===== src/design/isa_pkg.sv =====
`default_nettype none

package isa_pkg;

	typedef logic [15:0] instr_t;    // one instruction word
	typedef logic [2:0]  reg_idx_t;  // r0..r7
	typedef logic [7:0]  reg_mask_t; // active low, one bit per register
	typedef logic [11:0] imm_hi_t;   // upper twelve bits of pout

	localparam instr_t NOP_WORD = 16'h0000;

	// upper nibble classes
	localparam logic [3:0] CLS_IMM    = 4'h1;
	localparam logic [3:0] CLS_ALU_RR = 4'h2;
	localparam logic [3:0] CLS_ALU_RI = 4'h3;
	localparam logic [3:0] CLS_BRANCH = 4'h4;
	localparam logic [3:0] CLS_MEM    = 4'h5;
	localparam logic [2:0] CLS3_ALU_RRR = 3'b100; // top three bits only

	localparam reg_idx_t PC_IDX = 3'd7; // program counter

	// field positions, low bit of each field
	localparam int unsigned F_CLS_LO  = 12; // class nibble
	localparam int unsigned F_OP_LO   = 8;  // alu op, 4 bits
	localparam int unsigned F_OP_HI   = 3;  // alu op bit 4, rr form
	localparam int unsigned F_IMM_LO  = 0;  // low nibble constant
	localparam int unsigned F_DST_LO  = 4;  // dest / store source
	localparam int unsigned F_SRC_LO  = 0;  // source / memory index
	localparam int unsigned F_NOSTORE = 7;
	localparam int unsigned F_MEM_ST  = 8;  // 1 = store
	localparam int unsigned F_NOINC   = 9;  // 0 = post increment
	localparam int unsigned F_NODEC   = 10; // 0 = post decrement
	localparam int unsigned F_COND_LO = 8;
	localparam int unsigned F_BR_IND  = 11;
	localparam int unsigned F_OP3_LO  = 9;  // three reg form op
	localparam int unsigned F_DST3_LO = 6;
	localparam int unsigned F_SRC2_LO = 3;

	typedef enum logic [2:0] {
		BZ, BNZ, BS, BNS, BC, BNC, BA, BL
	} br_cond_t;

	// active low one-hot select of a single register
	function automatic reg_mask_t sel_mask(input reg_idx_t idx);
		sel_mask = ~(8'h01 << idx);
	endfunction

endpackage

`default_nettype wire


===== src/design/ctl_pkg.sv =====
`default_nettype none

package ctl_pkg;
	import isa_pkg::*;

	typedef struct packed {
		logic [4:0] alu_op;
		logic [3:0] pout_lo;           // low nibble of pout
		reg_mask_t  ld_alu_b;          // load from alu result
		reg_mask_t  ld_mem_b;          // load from memory bus
		reg_mask_t  ld_pout_b;         // load from pout
		reg_mask_t  inc_b;
		reg_mask_t  dec_b;
		reg_idx_t   alu_a_sel;
		reg_idx_t   alu_b_sel;
		reg_idx_t   m_sel;             // register onto memory bus
		reg_idx_t   maddr_sel;         // register onto address bus
		logic       m_en_b;
		logic       alu_b_from_pout_b;
		logic       mem_oe_b;
		logic       mem_wr_b;
	} ctl_word_t;

	localparam ctl_word_t CTL_IDLE = '{
		alu_op:            '0,
		pout_lo:           '0,
		ld_alu_b:          '1,
		ld_mem_b:          '1,
		ld_pout_b:         '1,
		inc_b:             '1,
		dec_b:             '1,
		alu_a_sel:         '0,
		alu_b_sel:         '0,
		m_sel:             '0,
		maddr_sel:         '0,
		m_en_b:            1'b1,
		alu_b_from_pout_b: 1'b1,
		mem_oe_b:          1'b1,
		mem_wr_b:          1'b1
	};

	typedef enum logic [1:0] {
		SEQ_RUN,   // normal fetch
		SEQ_STALL, // load data cycle
		SEQ_FLUSH  // branch delay slot
	} seq_state_t;

endpackage

`default_nettype wire


===== src/design/pipe_if.sv =====
`timescale 1ns/1ps
`default_nettype none

interface pipe_if
	import isa_pkg::*, ctl_pkg::*;
();
	instr_t     stage0;     // word being decoded
	instr_t     stage1;     // word one cycle older
	imm_hi_t    imm_hi;     // current prefix
	imm_hi_t    imm_next;   // prefix for next cycle
	logic       take_fetch; // latch memoryIn into stage 0
	logic       stall_req;
	logic       flush_req;
	seq_state_t seq_state;

	modport fetch (output stage0, stage1, imm_hi, input take_fetch, imm_next);
	modport dec   (input stage0, imm_hi, seq_state,
	               output take_fetch, imm_next, stall_req, flush_req);
	modport seq   (input stall_req, flush_req, output seq_state);
	modport done  (input stage1, seq_state);

endinterface

`default_nettype wire


===== src/design/fetch_pipe.sv =====
`timescale 1ns/1ps
`default_nettype none

module fetch_pipe
	import isa_pkg::*;
(
	input  logic   CLK,
	input  logic   RSTb,
	input  instr_t memoryIn, // word read at the fetch address
	pipe_if.fetch  pipe
);

	always_ff @(posedge CLK) begin
		if (!RSTb) begin
			pipe.stage0 <= NOP_WORD;
			pipe.stage1 <= NOP_WORD;
			pipe.imm_hi <= '0;
		end else begin
			if (pipe.take_fetch) begin
				pipe.stage0 <= memoryIn; // new word from memory
			end else begin
				pipe.stage0 <= NOP_WORD; // bubble
			end
			pipe.stage1 <= pipe.stage0;   // shift every cycle
			pipe.imm_hi <= pipe.imm_next; // prefix lives one instruction
		end
	end

endmodule

`default_nettype wire


===== src/design/issue_sequencer.sv =====
`timescale 1ns/1ps
`default_nettype none

module issue_sequencer
	import ctl_pkg::*;
(
	input  logic CLK,
	input  logic RSTb,
	pipe_if.seq  pipe
);

	seq_state_t state_q;
	seq_state_t state_d;

	always_comb begin
		state_d = SEQ_RUN; // stall and flush last one cycle
		case (state_q)
			SEQ_RUN: begin
				if (pipe.stall_req) begin
					state_d = SEQ_STALL; // load needs the memory bus
				end else if (pipe.flush_req) begin
					state_d = SEQ_FLUSH; // read at the new pc
				end
			end
			SEQ_STALL: state_d = SEQ_RUN;
			SEQ_FLUSH: state_d = SEQ_RUN;
			default:   state_d = SEQ_RUN;
		endcase
	end

	always_ff @(posedge CLK) begin
		if (!RSTb) begin
			state_q <= SEQ_RUN;
		end else begin
			state_q <= state_d;
		end
	end

	assign pipe.seq_state = state_q;

endmodule

`default_nettype wire


===== src/design/stage0_decoder.sv =====
`timescale 1ns/1ps
`default_nettype none

module stage0_decoder
	import isa_pkg::*, ctl_pkg::*;
(
	input  logic      C,       // carry
	input  logic      Z,       // zero
	input  logic      S,       // sign
	pipe_if.dec       pipe,
	output ctl_word_t pre_ctl
);

	instr_t     p0;
	logic [3:0] cls;
	reg_idx_t   dst;
	reg_idx_t   src;
	br_cond_t   cond;

	assign p0   = pipe.stage0;
	assign cls  = p0[F_CLS_LO +: 4];
	assign dst  = p0[F_DST_LO +: 3];
	assign src  = p0[F_SRC_LO +: 3]; // also the memory index
	assign cond = br_cond_t'(p0[F_COND_LO +: 3]);

	function automatic logic cond_met(input br_cond_t bc, input logic c, z, s);
		cond_met = 1'b0;
		case (bc)
			BZ:  cond_met = z;
			BNZ: cond_met = !z;
			BS:  cond_met = s;
			BNS: cond_met = !s;
			BC:  cond_met = c;
			BNC: cond_met = !c;
			BA:  cond_met = 1'b1;
			BL:  cond_met = 1'b0; // not supported, falls through as nop
		endcase
	endfunction

	always_comb begin
		pre_ctl         = CTL_IDLE;
		pipe.take_fetch = 1'b0;
		pipe.imm_next   = '0; // prefix cleared by any issued word
		pipe.stall_req  = 1'b0;
		pipe.flush_req  = 1'b0;

		// fetch defaults
		if (pipe.seq_state != SEQ_STALL) begin
			pre_ctl.maddr_sel = PC_IDX; // read at pc
			pre_ctl.mem_oe_b  = 1'b0;
		end
		if (pipe.seq_state == SEQ_RUN) begin
			pre_ctl.inc_b[PC_IDX] = 1'b0; // step pc past the fetched word
			pipe.take_fetch       = 1'b1;
		end else begin
			pipe.imm_next = pipe.imm_hi; // bubbles keep the prefix
		end

		if (p0[15:13] == CLS3_ALU_RRR) begin
			pre_ctl.alu_op    = {1'b0, p0[F_OP3_LO +: 4]};
			pre_ctl.alu_a_sel = p0[F_SRC2_LO +: 3];
			pre_ctl.alu_b_sel = src;
			pre_ctl.ld_alu_b  = sel_mask(p0[F_DST3_LO +: 3]); // always stores
		end else begin
			case (cls)
				CLS_IMM: begin
					pipe.imm_next = imm_hi_t'(p0); // low twelve bits
				end
				CLS_ALU_RR: begin
					pre_ctl.alu_op    = {p0[F_OP_HI], p0[F_OP_LO +: 4]};
					pre_ctl.alu_a_sel = dst;
					pre_ctl.alu_b_sel = src;
					if (!p0[F_NOSTORE]) begin
						pre_ctl.ld_alu_b = sel_mask(dst);
					end
				end
				CLS_ALU_RI: begin
					pre_ctl.alu_op            = {1'b0, p0[F_OP_LO +: 4]};
					pre_ctl.pout_lo           = p0[F_IMM_LO +: 4];
					pre_ctl.alu_a_sel         = dst;
					pre_ctl.alu_b_from_pout_b = 1'b0; // b operand is pout
					if (!p0[F_NOSTORE]) begin
						pre_ctl.ld_alu_b = sel_mask(dst);
					end
				end
				CLS_BRANCH: begin
					// direct form only, indirect acts as nop
					if (!p0[F_BR_IND] && cond_met(cond, C, Z, S)) begin
						pre_ctl.pout_lo       = p0[F_IMM_LO +: 4];
						pre_ctl.ld_pout_b     = sel_mask(PC_IDX); // pc <= pout
						pre_ctl.inc_b[PC_IDX] = 1'b1;
						pipe.take_fetch       = 1'b0; // drop the word behind
						pipe.flush_req        = 1'b1;
					end
				end
				CLS_MEM: begin
					if (!p0[F_MEM_ST]) begin
						pre_ctl.maddr_sel = src; // index
						pipe.stall_req    = 1'b1; // data arrives from stage 1
					end else begin
						pre_ctl.maddr_sel  = src;
						pre_ctl.m_en_b     = 1'b0;
						pre_ctl.m_sel      = dst; // store source
						pre_ctl.mem_oe_b   = 1'b1;
						pre_ctl.mem_wr_b   = 1'b0;
						pre_ctl.inc_b[src] = p0[F_NOINC];
						pre_ctl.dec_b[src] = p0[F_NODEC];
					end
					// fetched word discarded, rewind pc
					pre_ctl.dec_b[PC_IDX] = 1'b0;
					pre_ctl.inc_b[PC_IDX] = 1'b1;
					pipe.take_fetch       = 1'b0;
				end
				default: ; // nop and unsupported classes
			endcase
		end
	end

endmodule

`default_nettype wire


===== src/design/load_completer.sv =====
`timescale 1ns/1ps
`default_nettype none

module load_completer
	import isa_pkg::*, ctl_pkg::*;
(
	pipe_if.done      pipe,
	input  ctl_word_t pre_ctl, // stage 0 decode
	output ctl_word_t ctl      // final control word
);

	instr_t   p1;
	reg_idx_t idx;
	reg_idx_t dst;
	logic     finish_load;

	assign p1  = pipe.stage1;
	assign idx = p1[F_SRC_LO +: 3];
	assign dst = p1[F_DST_LO +: 3];

	// load sits in stage 1 while the sequencer holds the stall
	assign finish_load = (p1[F_CLS_LO +: 4] == CLS_MEM) && !p1[F_MEM_ST]
		&& (pipe.seq_state == SEQ_STALL);

	always_comb begin
		ctl = pre_ctl;
		if (finish_load) begin
			ctl.maddr_sel  = idx;
			ctl.mem_oe_b   = 1'b0; // read the data word
			ctl.mem_wr_b   = 1'b1;
			ctl.ld_mem_b   = sel_mask(dst);
			ctl.inc_b[idx] = p1[F_NOINC]; // post increment
			ctl.dec_b[idx] = p1[F_NODEC]; // post decrement
		end
	end

endmodule

`default_nettype wire


===== src/design/pipeline16_top.sv =====
`timescale 1ns/1ps
`default_nettype none

module pipeline16_top
	import isa_pkg::*, ctl_pkg::*;
(
	input  logic        CLK,
	input  logic        RSTb,
	input  instr_t      memoryIn,
	input  logic        C,                // alu flags
	input  logic        Z,
	input  logic        S,
	output logic [4:0]  aluOp,
	output logic [15:0] pout,             // pipeline constant
	output reg_mask_t   LD_reg_ALUb,
	output reg_mask_t   LD_reg_Mb,
	output reg_mask_t   LD_reg_Pb,
	output reg_idx_t    ALU_A_SEL,
	output reg_idx_t    ALU_B_SEL,
	output logic        M_ENb,
	output reg_idx_t    M_SEL,
	output reg_idx_t    MADDR_SEL,
	output reg_mask_t   INCb,
	output reg_mask_t   DECb,
	output logic        ALU_B_from_inP_b, // 0 = alu b from pout
	output logic        mem_OEb,
	output logic        mem_WRb
);

	ctl_word_t pre_ctl; // decoder to completer
	ctl_word_t ctl;

	pipe_if pipe ();

	fetch_pipe u_fetch (.CLK(CLK), .RSTb(RSTb), .memoryIn(memoryIn), .pipe(pipe.fetch));

	issue_sequencer u_seq (.CLK(CLK), .RSTb(RSTb), .pipe(pipe.seq));

	stage0_decoder u_dec (.C(C), .Z(Z), .S(S), .pipe(pipe.dec), .pre_ctl(pre_ctl));

	load_completer u_done (.pipe(pipe.done), .pre_ctl(pre_ctl), .ctl(ctl));

	assign pout             = {pipe.imm_hi, ctl.pout_lo}; // prefix on top
	assign aluOp            = ctl.alu_op;
	assign LD_reg_ALUb      = ctl.ld_alu_b;
	assign LD_reg_Mb        = ctl.ld_mem_b;
	assign LD_reg_Pb        = ctl.ld_pout_b;
	assign ALU_A_SEL        = ctl.alu_a_sel;
	assign ALU_B_SEL        = ctl.alu_b_sel;
	assign M_ENb            = ctl.m_en_b;
	assign M_SEL            = ctl.m_sel;
	assign MADDR_SEL        = ctl.maddr_sel;
	assign INCb             = ctl.inc_b;
	assign DECb             = ctl.dec_b;
	assign ALU_B_from_inP_b = ctl.alu_b_from_pout_b;
	assign mem_OEb          = ctl.mem_oe_b;
	assign mem_WRb          = ctl.mem_wr_b;

endmodule

`default_nettype wire


===== config.mk =====
export PLATFORM = sky130hd
export DESIGN_NAME = pipeline16_top
export DESIGN_NICKNAME = d
export VERILOG_FILES = /design/src/design/isa_pkg.sv /design/src/design/ctl_pkg.sv /design/src/design/pipe_if.sv /design/src/design/fetch_pipe.sv /design/src/design/issue_sequencer.sv /design/src/design/stage0_decoder.sv /design/src/design/load_completer.sv /design/src/design/pipeline16_top.sv
export SDC_FILE = /design/constraint.sdc
export NUM_CORES = 1
export LEC_CHECK = 0
export BUFFER_PORTS_ARGS = -buffer_cell sky130_fd_sc_hd__buf_2
export CELL_PAD_IN_SITES_DETAIL_PLACEMENT = 0
export CELL_PAD_IN_SITES_GLOBAL_PLACEMENT = 2
export CORE_MARGIN = 2
export CORE_UTILIZATION = 28
export DETAILED_ROUTE_END_ITERATION = 6
export PLACE_DENSITY = 0.94
export RECOVER_POWER = 50
export REMOVE_ABC_BUFFERS = 1
export SYNTH_ARGS = -nofsm -noshare
export SYNTH_HDL_FRONTEND = slang
export SYNTH_SLANG_ARGS = --single-unit

===== constraint.sdc =====
create_clock -name CLK -period 3.4 [get_ports CLK]
set_clock_uncertainty 0.05 [all_clocks]
set_input_delay 0.17 -clock CLK [delete_from_list [all_inputs] [get_ports CLK]]
set_output_delay 0.17 -clock CLK [all_outputs]
set_load 0.005 [all_outputs]

---- Word level (Yosys, flattened, before mapping) ----
Index checks and enable logic that the tools add are counted.
storage, ports and cells
  register bits after elaboration ......... 46
  logic and storage cells ................. 106
operators by class
  bitwise operators ....................... 7
  $lt $le $gt $ge ......................... 4
  shift operators ......................... 3
  equal/unequal tests ..................... 16
  reduce and logical (&&, ||, !) cells .... 16
  muxes and demuxes ....................... 55
operators by type and width
  kind                                                                  count
  8-bit 2-to-1 mux                                                      5
  12-bit 2-to-1 mux                                                     3
  8-bit inverter                                                        4
  15-bit 2-to-1 mux                                                     2
  8-bit bitwise mux                                                     3
  24-bit 2-to-1 mux                                                     1
  1-bit by 3-bit << shifter with 8-bit output, first input constant     3
  1-bit 2-to-1 mux                                                      17
  16-bit 2-to-1 mux                                                     1
  3-bit == test, second input constant                                  5
  3-bit 2-to-1 mux                                                      5
  4-bit by 3-bit == test with 1-bit output, second input constant       3
  10-bit 2-to-1 mux                                                     1
  5-bit case mux with 2 select lines                                    1
  9-bit 2-to-1 mux                                                      1
  4-bit by 2-bit == test with 1-bit output, second input constant       2
  3-bit by 4-bit < comparator with 1-bit output, second input constant  2
  2-bit 2-to-1 mux                                                      4
  4-bit 2-to-1 mux                                                      2
  8-bit OR                                                              1
  1-bit case mux with 8 select lines                                    1
  4-bit case mux with 2 select lines                                    1
  7-bit 2-to-1 mux                                                      1
  1-bit demux with 3-bit select                                         2
  17 further kinds                                                      30

---- Longest topological paths before layout ----
Gate-level depths: netlist of run 1.
  depth in word-level cells ............... 11
  mapped depth ............................ 6
  depth with buffers taken out ............ 4

---- By module ----
A second synthesis of run 1 with hierarchy kept.
second synthesis, totals
  cell total of the unflattened synthesis .. 381
  area total of the unflattened synthesis .. 3,042.9 um^2
modules (own cells, without submodules)
  module           sequential area each (um^2)  times used  cells an instance  area an instance (um^2)
  fetch_pipe       880.8                        1           93                 1,198.6
  stage0_decoder   0.0                          1           180                989.7
  load_completer   0.0                          1           103                793.3
  issue_sequencer  40.0                         1           5                  61.3

---- Least setup slack after synthesis of run 1 ----
OpenSTA, ideal clock, no wires.
  path type ............................... register to output
  start ................................... register u_fetch.pipe.stage1[15]
  end ..................................... output port DECb[2]
  cell stages (with the launch flop) ...... 5
  path slack .............................. 1.546 ns
  required time ........................... 3.180 ns
  arrival ................................. 1.634 ns
  path through ............................ dfxtp_1 nor4b_1 nand3_1 nor4b_1 mux2_2
between the ends
  longest elaborated chain between the ends .. 4
ends and longest elaborated chain
  element                                   line                  RTL
  start: declaration                        pipe_if.sv:16         modport fetch (output stage0, stage1, imm_hi, input take_fetch, imm_next);
  start signal: assignment                  fetch_pipe.sv:24      pipe.stage1 <= pipe.stage0;
  4-bit by 3-bit == test with 1-bit output  load_completer.sv:22  assign finish_load = (p1[F_CLS_LO +: 4] == CLS_MEM) && !p1[F_MEM_ST]
  1-bit logical AND                         load_completer.sv:22
  1-bit logical AND                         load_completer.sv:23  && (pipe.seq_state == SEQ_STALL);
  16-bit 2-to-1 mux                         load_completer.sv:27  if (finish_load) begin
  end: declaration                          pipeline16_top.sv:24  output reg_mask_t DECb,
Every way passes these cells.

---- Worst setup path in the final report of run 1 ----
  start ................................... register u_fetch.pipe.stage0[14]
  end ..................................... output port INCb[1]
between the ends
  longest elaborated chain between the ends .. 5
  elaborated cells between the ends (all ways) .. 6
  classes of those cells .................. eq/ne: 2; mux: 4
ends and longest elaborated chain
  element                                   line                  RTL
  start: declaration                        pipe_if.sv:16
  start signal: assignment                  fetch_pipe.sv:20      pipe.stage0 <= memoryIn;
  4-bit by 3-bit == test with 1-bit output  stage0_decoder.sv:65  case (cls)
  15-bit 2-to-1 mux                         stage0_decoder.sv:65
  24-bit 2-to-1 mux *                       stage0_decoder.sv:59  if (p0[15:13] == CLS3_ALU_RRR) begin
  8-bit bitwise mux                         load_completer.sv:32  ctl.inc_b[idx] = p1[F_NOINC];
  16-bit 2-to-1 mux *                       load_completer.sv:27
  end: declaration                          pipeline16_top.sv:23  output reg_mask_t INCb,
Mark *: on every way between the ends. The rest lies on a longest branch, timed or not.

==> summary.md, run 1 <==
| Metric | Value |
|---|---|
| Final min period | `2670 ps` |
| Setup Fix Bufs, Post-CTS | `0` |
| CP endpoint kind | `primary output` |
| Row cnt | `33` |
| Gr usage total | `0.142` |
| Most common cell after layout, fill and taps aside | `buf_2` |
| Top Metal Used | `met4` |
| Fin crit share | `0.785` |
| Setup TNS | `0 ps` |
| Met2 WL post-DR | `between 3 and 4 mm` |
| DRT met1 WL | `3.00 mm` |
| CTS tree | `yes` |
| Residual DRC | `0` |
| Vias in the first global route | `1,970` |
| Setup violations, final | `0` |
| Worst Path Max Fanout | `18` |
| Peak VDD IR | `roughly 0.00021 V` |
| Max cap viols | `0` |
| Syn-to-layout area delta | `22.2%` |
| Warning count from the yosys run | `0` |
| Io pins | `98` |
| Number of synthesized flops with an enable pin | `0` |
| Inst Count DP | `449` |
| Net Sw Power | `0.276 mW` |
| Leakage | `1.13 nW` |
| Die ar. | `9110 sq um` |
| Dpl hpwl | `4.88 mm` |
| # resized after CTS | `0` |
| Cells after Synth | `278` |
| Headroom to the max-slew limit | `0.458` |
| RSZ-0062 raised after global routing | `false` |
| Clock transition at path regs | `80 ps` |
| Largest net degree at the start of global routing | `20` |
| Starting DRT DRC Count | `153` |
| Vias | `2,187` |
| Sw Share | `0.276` |
| Initial antenna violation count | `0` |
| Port Buffers | `90` |
| Clock network power share | `0.316` |
| Power Density | `350 nW/um^2` |
| Worst Path Required | `~3200 ps` |
| CP arrival | `2450 ps` |
| FFs w/ async S/R, synth | `0` |
| Critical path class | `reg -> out` |
| Gr ovfl total | `0` |
| Syn Area/Cell | `around 8.4 sq um` |
| Share of cells above drive strength 1 | `0.287` |
| Routed WL per cell | `14.4 um` |
| Fin nets | `around 370` |
| Slew @ Worst Pin | `810 ps` |
| CTS H-tree lvls | `2` |
| DR WL met3 | `404 um` |
| N_diodes | `0` |
| Die Span X | `95.5 um` |
| Global-route wire length before repair | `9.98 mm` |
| Core Region | `8180 sq um` |
| Final cell count without fillers | `457` |
| Synthesized flop and latch total | `43` |
| Synthesized cell area | `between 2000 and 2500 sq um` |
| Worst-Skew Late Latency | `290 ps` |
| Pins Over Slew Limit | `0` |
| Sequential-to-total area share from yosys stat | `0.368` |
| Global placer's final weighted congestion | `between 0.7 and 0.8` |
| Post-Route WL | `6.57 mm` |
| Clock tree root buffer cell | `clkbuf_8` |
| # clock sinks | `43` |
| TritonRoute pass-1 iters | `4` |
| Post-synth cell types | `43` |
| Die Ht | `about 95 um` |
| Final Hold Fails | `0` |
| Initial Utilization | `0.287` |
| CTS Hold Bufs | `0` |
| Worst min-delay path class | `in -> reg` |
| TritonCTS Buffers | `5` |
| Primary FF master, synth | `dfxtp_1` |
| Final Power | `1.00 mW` |
| Internal | `0.724 mW` |
| FMAX | `375 MHz` |
| Vias per inst | `4.79` |
| Outcome | `finished clean` |
| Register share of total power | `0.573` |
| CP Launch Type | `flip-flop` |
| Final ANT Viol Nets | `0` |
| Layout Utilization | `0.350` |
| Comb pwr share | `0.110` |
| Clock tree buffer depth | `2` |
| Most frequent cells in the layout | `71 x buf_2, 43 x dfxtp_1, 24 x nor2_1, 22 x and3_1, 19 x nand2_1` |
-- layer usage --
layer	up-vias	global-route usage
met5	-	0
met4	0	0.0405
met3	8	0.0324
met2	66	0.234
met1	994	0.186
li1	1119	-
-- critical path: stages (launching register included) --
cell and delay, ps:
dfxtp_1 640, nand4bb_1 420, nor3_1 550, nand3_1 120, mux2_2 290, buf_2 130
-- cell usage after synthesis (2+ instances only) --
cell | instances | share of area
a21oi_1 | 3 | 0.0064
clkbuf_1 | 18 | 0.029
nor3_1 | 7 | 0.015
or2_2 | 2 | 0.0053
nand4b_1 | 4 | 0.015
nand3b_1 | 4 | 0.013
nor3b_1 | 2 | 0.0064
mux2i_1 | 4 | 0.017
nand4_1 | 2 | 0.0053
nand3_1 | 17 | 0.036
a22o_1 | 9 | 0.034
a22oi_1 | 7 | 0.022
nor4b_1 | 4 | 0.015
nand2b_1 | 4 | 0.011
mux2_2 | 16 | 0.077
buf_2 | 4 | 0.0085
o21ai_0 | 3 | 0.0064
a21boi_0 | 6 | 0.019
dfxtp_1 | 43 | 0.37
and3_1 | 22 | 0.059
nor2b_1 | 7 | 0.019
nor4_1 | 2 | 0.0053
inv_1 | 3 | 0.0048
nor2_1 | 24 | 0.038
and2_1 | 17 | 0.045
nand2_1 | 19 | 0.030
buf_4 | 7 | 0.022
o31ai_1 | 3 | 0.0096
-- kinds of logic after synthesis --
kind of cell	after synthesis	share of synthesized area
and+or+nand+nor	143	0.345
AOI/OAI and AO/OA	37	0.120
other	1	0.00160
DFF	43	0.368
muxes	20	0.0940
buffers and inverters	34	0.0716
-- sequential cells by signal (all words and copies together) (netlist names) --
| register | count |
|---|---|
| u_fetch.pipe.stage0 | 16 |
| u_fetch.pipe.stage1 | 13 |
| u_fetch.pipe.imm_hi | 12 |
| u_seq.pipe.seq_state | 2 |
-- metrics by stage --
stage               cell area, sq um  hold WS [ps]  setup slack, ps
detailed placement              2800           351             1060
finish                          2860          43.5              731
floorplan                       2210           247             1360
global placement                2800           344             1100
CTS                             2880          37.0              722
global route                    2860          46.0              500
-- layout make-up --
cell class	count	area [sq um]
Timing Repair Buffer	91	437
Multi-Input combinational cell	207	1340
Clock inverter	2	12.5
Fill cell	899	5310
Clock buffer	6	72.6
Tap cell	105	131
Inverter	3	11.3
Sequential cell	43	861
-- final timing paths --
path,start,to,slack (ps),cells after the start
worst min-delay path,memoryIn[6],u_fetch.pipe.stage0[6]$_SDFF_PN0_,40,2
worst max-delay path,u_fetch.pipe.stage0[14]$_SDFF_PN0_,INCb[1],730,5
worst max register to register,u_fetch.pipe.stage0[14]$_SDFF_PN0_,u_seq.pipe.seq_state[1]$_SDFF_PP0_,1240,5
worst min register to register,u_fetch.pipe.imm_hi[9]$_SDFF_PN0_,u_fetch.pipe.imm_hi[9]$_SDFF_PN0_,430,1
-- power by group through the flow --
stage	Clock, mW	Combinational (mW)	Sequential [mW]
final	0.316	0.110	0.574
after global routing	0.347	0.125	0.580
after CTS	0.323	0.113	0.573
after detailed placement	0	0.112	0.585
after global placement	0	0.111	0.584
after floorplan	0	0.0693	0.568
No activity file was read; power rests on OpenSTA's default activity.
==> run 2, diff against run 1 <==
--- a/config.mk
+++ b/config.mk
@@ -9,9 +9,9 @@
 export CELL_PAD_IN_SITES_DETAIL_PLACEMENT = 0
 export CELL_PAD_IN_SITES_GLOBAL_PLACEMENT = 2
 export CORE_MARGIN = 2
-export CORE_UTILIZATION = 28
+export CORE_UTILIZATION = 26
 export DETAILED_ROUTE_END_ITERATION = 6
-export PLACE_DENSITY = 0.94
+export PLACE_DENSITY = 0.88
 export RECOVER_POWER = 50
 export REMOVE_ABC_BUFFERS = 1
 export SYNTH_ARGS = -nofsm -noshare
==> constraint.sdc (replaced) <==
create_clock -name CLK -period 2.62 [get_ports CLK]
set_clock_uncertainty 0.05 [all_clocks]
set_input_delay 0.131 -clock CLK [delete_from_list [all_inputs] [get_ports CLK]]
set_output_delay 0.131 -clock CLK [all_outputs]
set_load 0.005 [all_outputs]
==> run 2 against run 1 <==
Against the previous run: first-iteration DRC count decreased by 45%; combinational power grew 47%; non-clock buffer count is 9 higher; largest cell class unchanged; clock-buffer cell count did not move; clock power grew 32%; sequential cell count unchanged; via count up 3.5%; critical path type unchanged; sequential power is 29% higher; die area increased by 7.4%; sequential share of layout area shrank 0.74 points.
==> summary.md, run 2 (synthesis gave the netlist of run 1 again) <==
| Metric | Value |
|---|---|
| Register share of total power | `0.561 (-0.012)` |
| Critical R2R Launch | `u_fetch.pipe.stage0[14]$_SDFF_PN0_` |
| Peak VDD IR | `0.000313 V (+47%)` |
| Setup Fix Bufs, Post-CTS | `0 (unchanged)` |
| Most common cell after layout, fill and taps aside | `buf_2` |
| Gr usage total | `0.141 (-0.00101)` |
| Gr ovfl total | `0 (unchanged)` |
| CP arrival | `2310 ps (-140 ps)` |
| Post-Route WL | `6.95 mm (+5.9%)` |
| Crit-path slowest cell | `dfxtp_1` |
| Max FFs per register | `16 (unchanged)` |
| Hold_sp | `memoryIn[7]` |
| CP Buf/Inv Count | `3 (+2)` |
| Slew @ Worst Pin | `768 ps (-42.1 ps)` |
| Residual DRC | `0 (unchanged)` |
| Worst Path Max Fanout | `13 (-5)` |
| Die Ht | `98.9 um (+3.6%)` |
| Final Hold Fails | `0 (unchanged)` |
| Final Power | `1.32 mW (+32%)` |
| N_diodes | `0 (unchanged)` |
| Clock transition at path regs | `80 ps (about the same)` |
| Final ANT Viol Nets | `0 (unchanged)` |
| TritonRoute pass-1 iters | `4 (unchanged)` |
| RSZ-0062 raised after global routing | `true` |
| Largest net degree at the start of global routing | `20 (unchanged)` |
| Syn-to-layout area delta | `25.3%` |
| Worst Path Required | `2440 ps (-740 ps)` |
| Critical Path, Cell by Cell | `clkbuf_1 -> nor3b_1 -> clkbuf_1 -> nor3b_1 -> mux2i_1 -> or2_2 -> buf_2` |
| Vias per inst | `4.84 (+1.0%)` |
| Global-route wire length before repair | `11.1 mm (+11%)` |
| Final min period | `2500 ps` |
| Clock network power share | `0.316 (about the same)` |
| Worst-Skew Late Latency | `290 ps (about the same)` |
| Dpl hpwl | `5.13 mm (+5.1%)` |
| Initial Utilization | `0.269 (-0.0179)` |
| Largest regs | `u_fetch.pipe.stage0 x16, u_fetch.pipe.stage1 x13, u_fetch.pipe.imm_hi x12` |
| Initial antenna violation count | `0 (unchanged)` |
| Reg2reg setup slack | `440 ps (-800 ps)` |
| Leakage | `1.16 nW (+3.2%)` |
| CP Launch Type | `flip-flop` |
| Io pins | `98 (unchanged)` |
| Worst Setup SP | `u_fetch.pipe.stage0[14]$_SDFF_PN0_` |
| Share of cells above drive strength 1 | `0.286 (-0.000821)` |
| Vias | `2,263 (+3.5%)` |
| Net Sw Power | `0.349 mW (+26%)` |
| Max cap viols | `0 (unchanged)` |
| Most frequent cells in the layout | `73 x buf_2, 43 x dfxtp_1, 24 x nor2_1, 22 x and3_1, 20 x clkbuf_1` |
| FMAX | `approximately 400 MHz` |
| Sw Share | `0.265 (-0.0113)` |
| Global placer's final weighted congestion | `0.812 (+7.0%)` |
| Starting DRT DRC Count | `84 (-45%)` |
| Fin crit share | `0.953` |
| Die Span X | `98.9 um (+3.6%)` |
| CTS H-tree lvls | `2 (unchanged)` |
| Routed WL per cell | `14.9 um (+3.4%)` |
| Dpl ws | `447 ps (-610 ps)` |
| Crit-path max cell delay | `380 ps (-260 ps)` |
| Clock tree root buffer cell | `clkbuf_8` |
| # clock sinks | `43 (unchanged)` |
| Setup violations, final | `0 (unchanged)` |
| CTS tree | `yes` |
| Headroom to the max-slew limit | `0.481 (+0.0228)` |
| Die ar. | `9780 sq um (+7.4%)` |
| Vias in the first global route | `2,120 (+7.6%)` |
| Clock tree buffer depth | `2 (unchanged)` |
| Fin nets | `381 (+2.4%)` |
| Pins Over Slew Limit | `0 (unchanged)` |
| Filler cells | `938 (+4.3%)` |
| Power Density | `448 nW/um^2 (+28%)` |
| Cell family with most CP delay | `simple AND/OR/NAND/NOR gates` |
| Worst min-delay path class | `in -> reg` |
| Comb pwr share | `0.123 (+0.013)` |
| Critical path class | `reg -> out` |
| TritonCTS Buffers | `5 (unchanged)` |
| Internal | `0.967 mW (+34%)` |
| Port Buffers | `90 (unchanged)` |
| Row cnt | `34 (+3.0%)` |
| Final setup margin | `124 ps (-606 ps)` |
| Largest register by flop count | `u_fetch.pipe.stage0` |
| Outcome | `finished clean` |
| Core Region | `8720 sq um (+6.7%)` |
| CP endpoint kind | `primary output` |
-- run 2: worst paths after layout --
check,end,cells past startpoint
worst min-delay path,u_fetch.pipe.stage0[7]$_SDFF_PN0_,2
worst min register to register,u_fetch.pipe.imm_hi[9]$_SDFF_PN0_,1
worst max register to register,u_fetch.pipe.imm_hi[10]$_SDFF_PN0_,4
worst max-delay path,LD_reg_ALUb[4],7
-- run 2: timing repair --
action                     in CTS  in global routing
resized for setup               0                  2
hold endpoints to repair        4                  0
hold buffers                    4                  0
setup endpoints to repair       0                 11
-- run 2: final cells by class --
class | count | area (sq um) | area share
clock buffers | 6 | 82.6 | 0.0281
clock inverters | 1 | 5.00 | 0.00171
inverters | 3 | 11.3 | 0.00384
multi-input cells | 207 | 1340 | 0.457
flip-flops and latches | 43 | 861 | 0.293
well taps | 108 | 135 | 0.0461
repair buffers | 100 | 499 | 0.170
-- run 2: power by group through the flow --
stage / Sequential [mW] / Combinational [mW] / Clock [mW]
floorplan: 0.738 / 0.0899 / 0
global placement: 0.751 / 0.163 / 0
detailed placement: 0.753 / 0.163 / 0
CTS: 0.737 / 0.168 / 0.431
global route: 0.745 / 0.181 / 0.459
finish: 0.738 / 0.162 / 0.416
-- run 2: per-layer routing --
metal | GRT usage | vias to the layer above | routed length, um
met5 | 0 | - | 0
met3 | 0.0369 | 9 | 366
met1 | 0.188 | 1048 | 3240
li1 | - | 1136 | -
met4 | 0.0285 | 0 | 51
met2 | 0.231 | 70 | 3300
-- run 2: through the flow --
stage / std cells / utilization / hold slack (ps) / TNS (ps) / area [sq um]
6_report: 468 / 0.336 / 10.1 / 0 / 2930
5_1_grt: 468 / 0.336 / 1.79 / -320 / 2930
3_3_place_gp: 457 / 0.326 / 304 / 0 / 2840
2_1_floorplan: 253 / - / 208 / 0 / 2210
3_5_place_dp: 457 / 0.326 / 307 / 0 / 2840
4_1_cts: 468 / 0.340 / 0.0375 / 0 / 2970
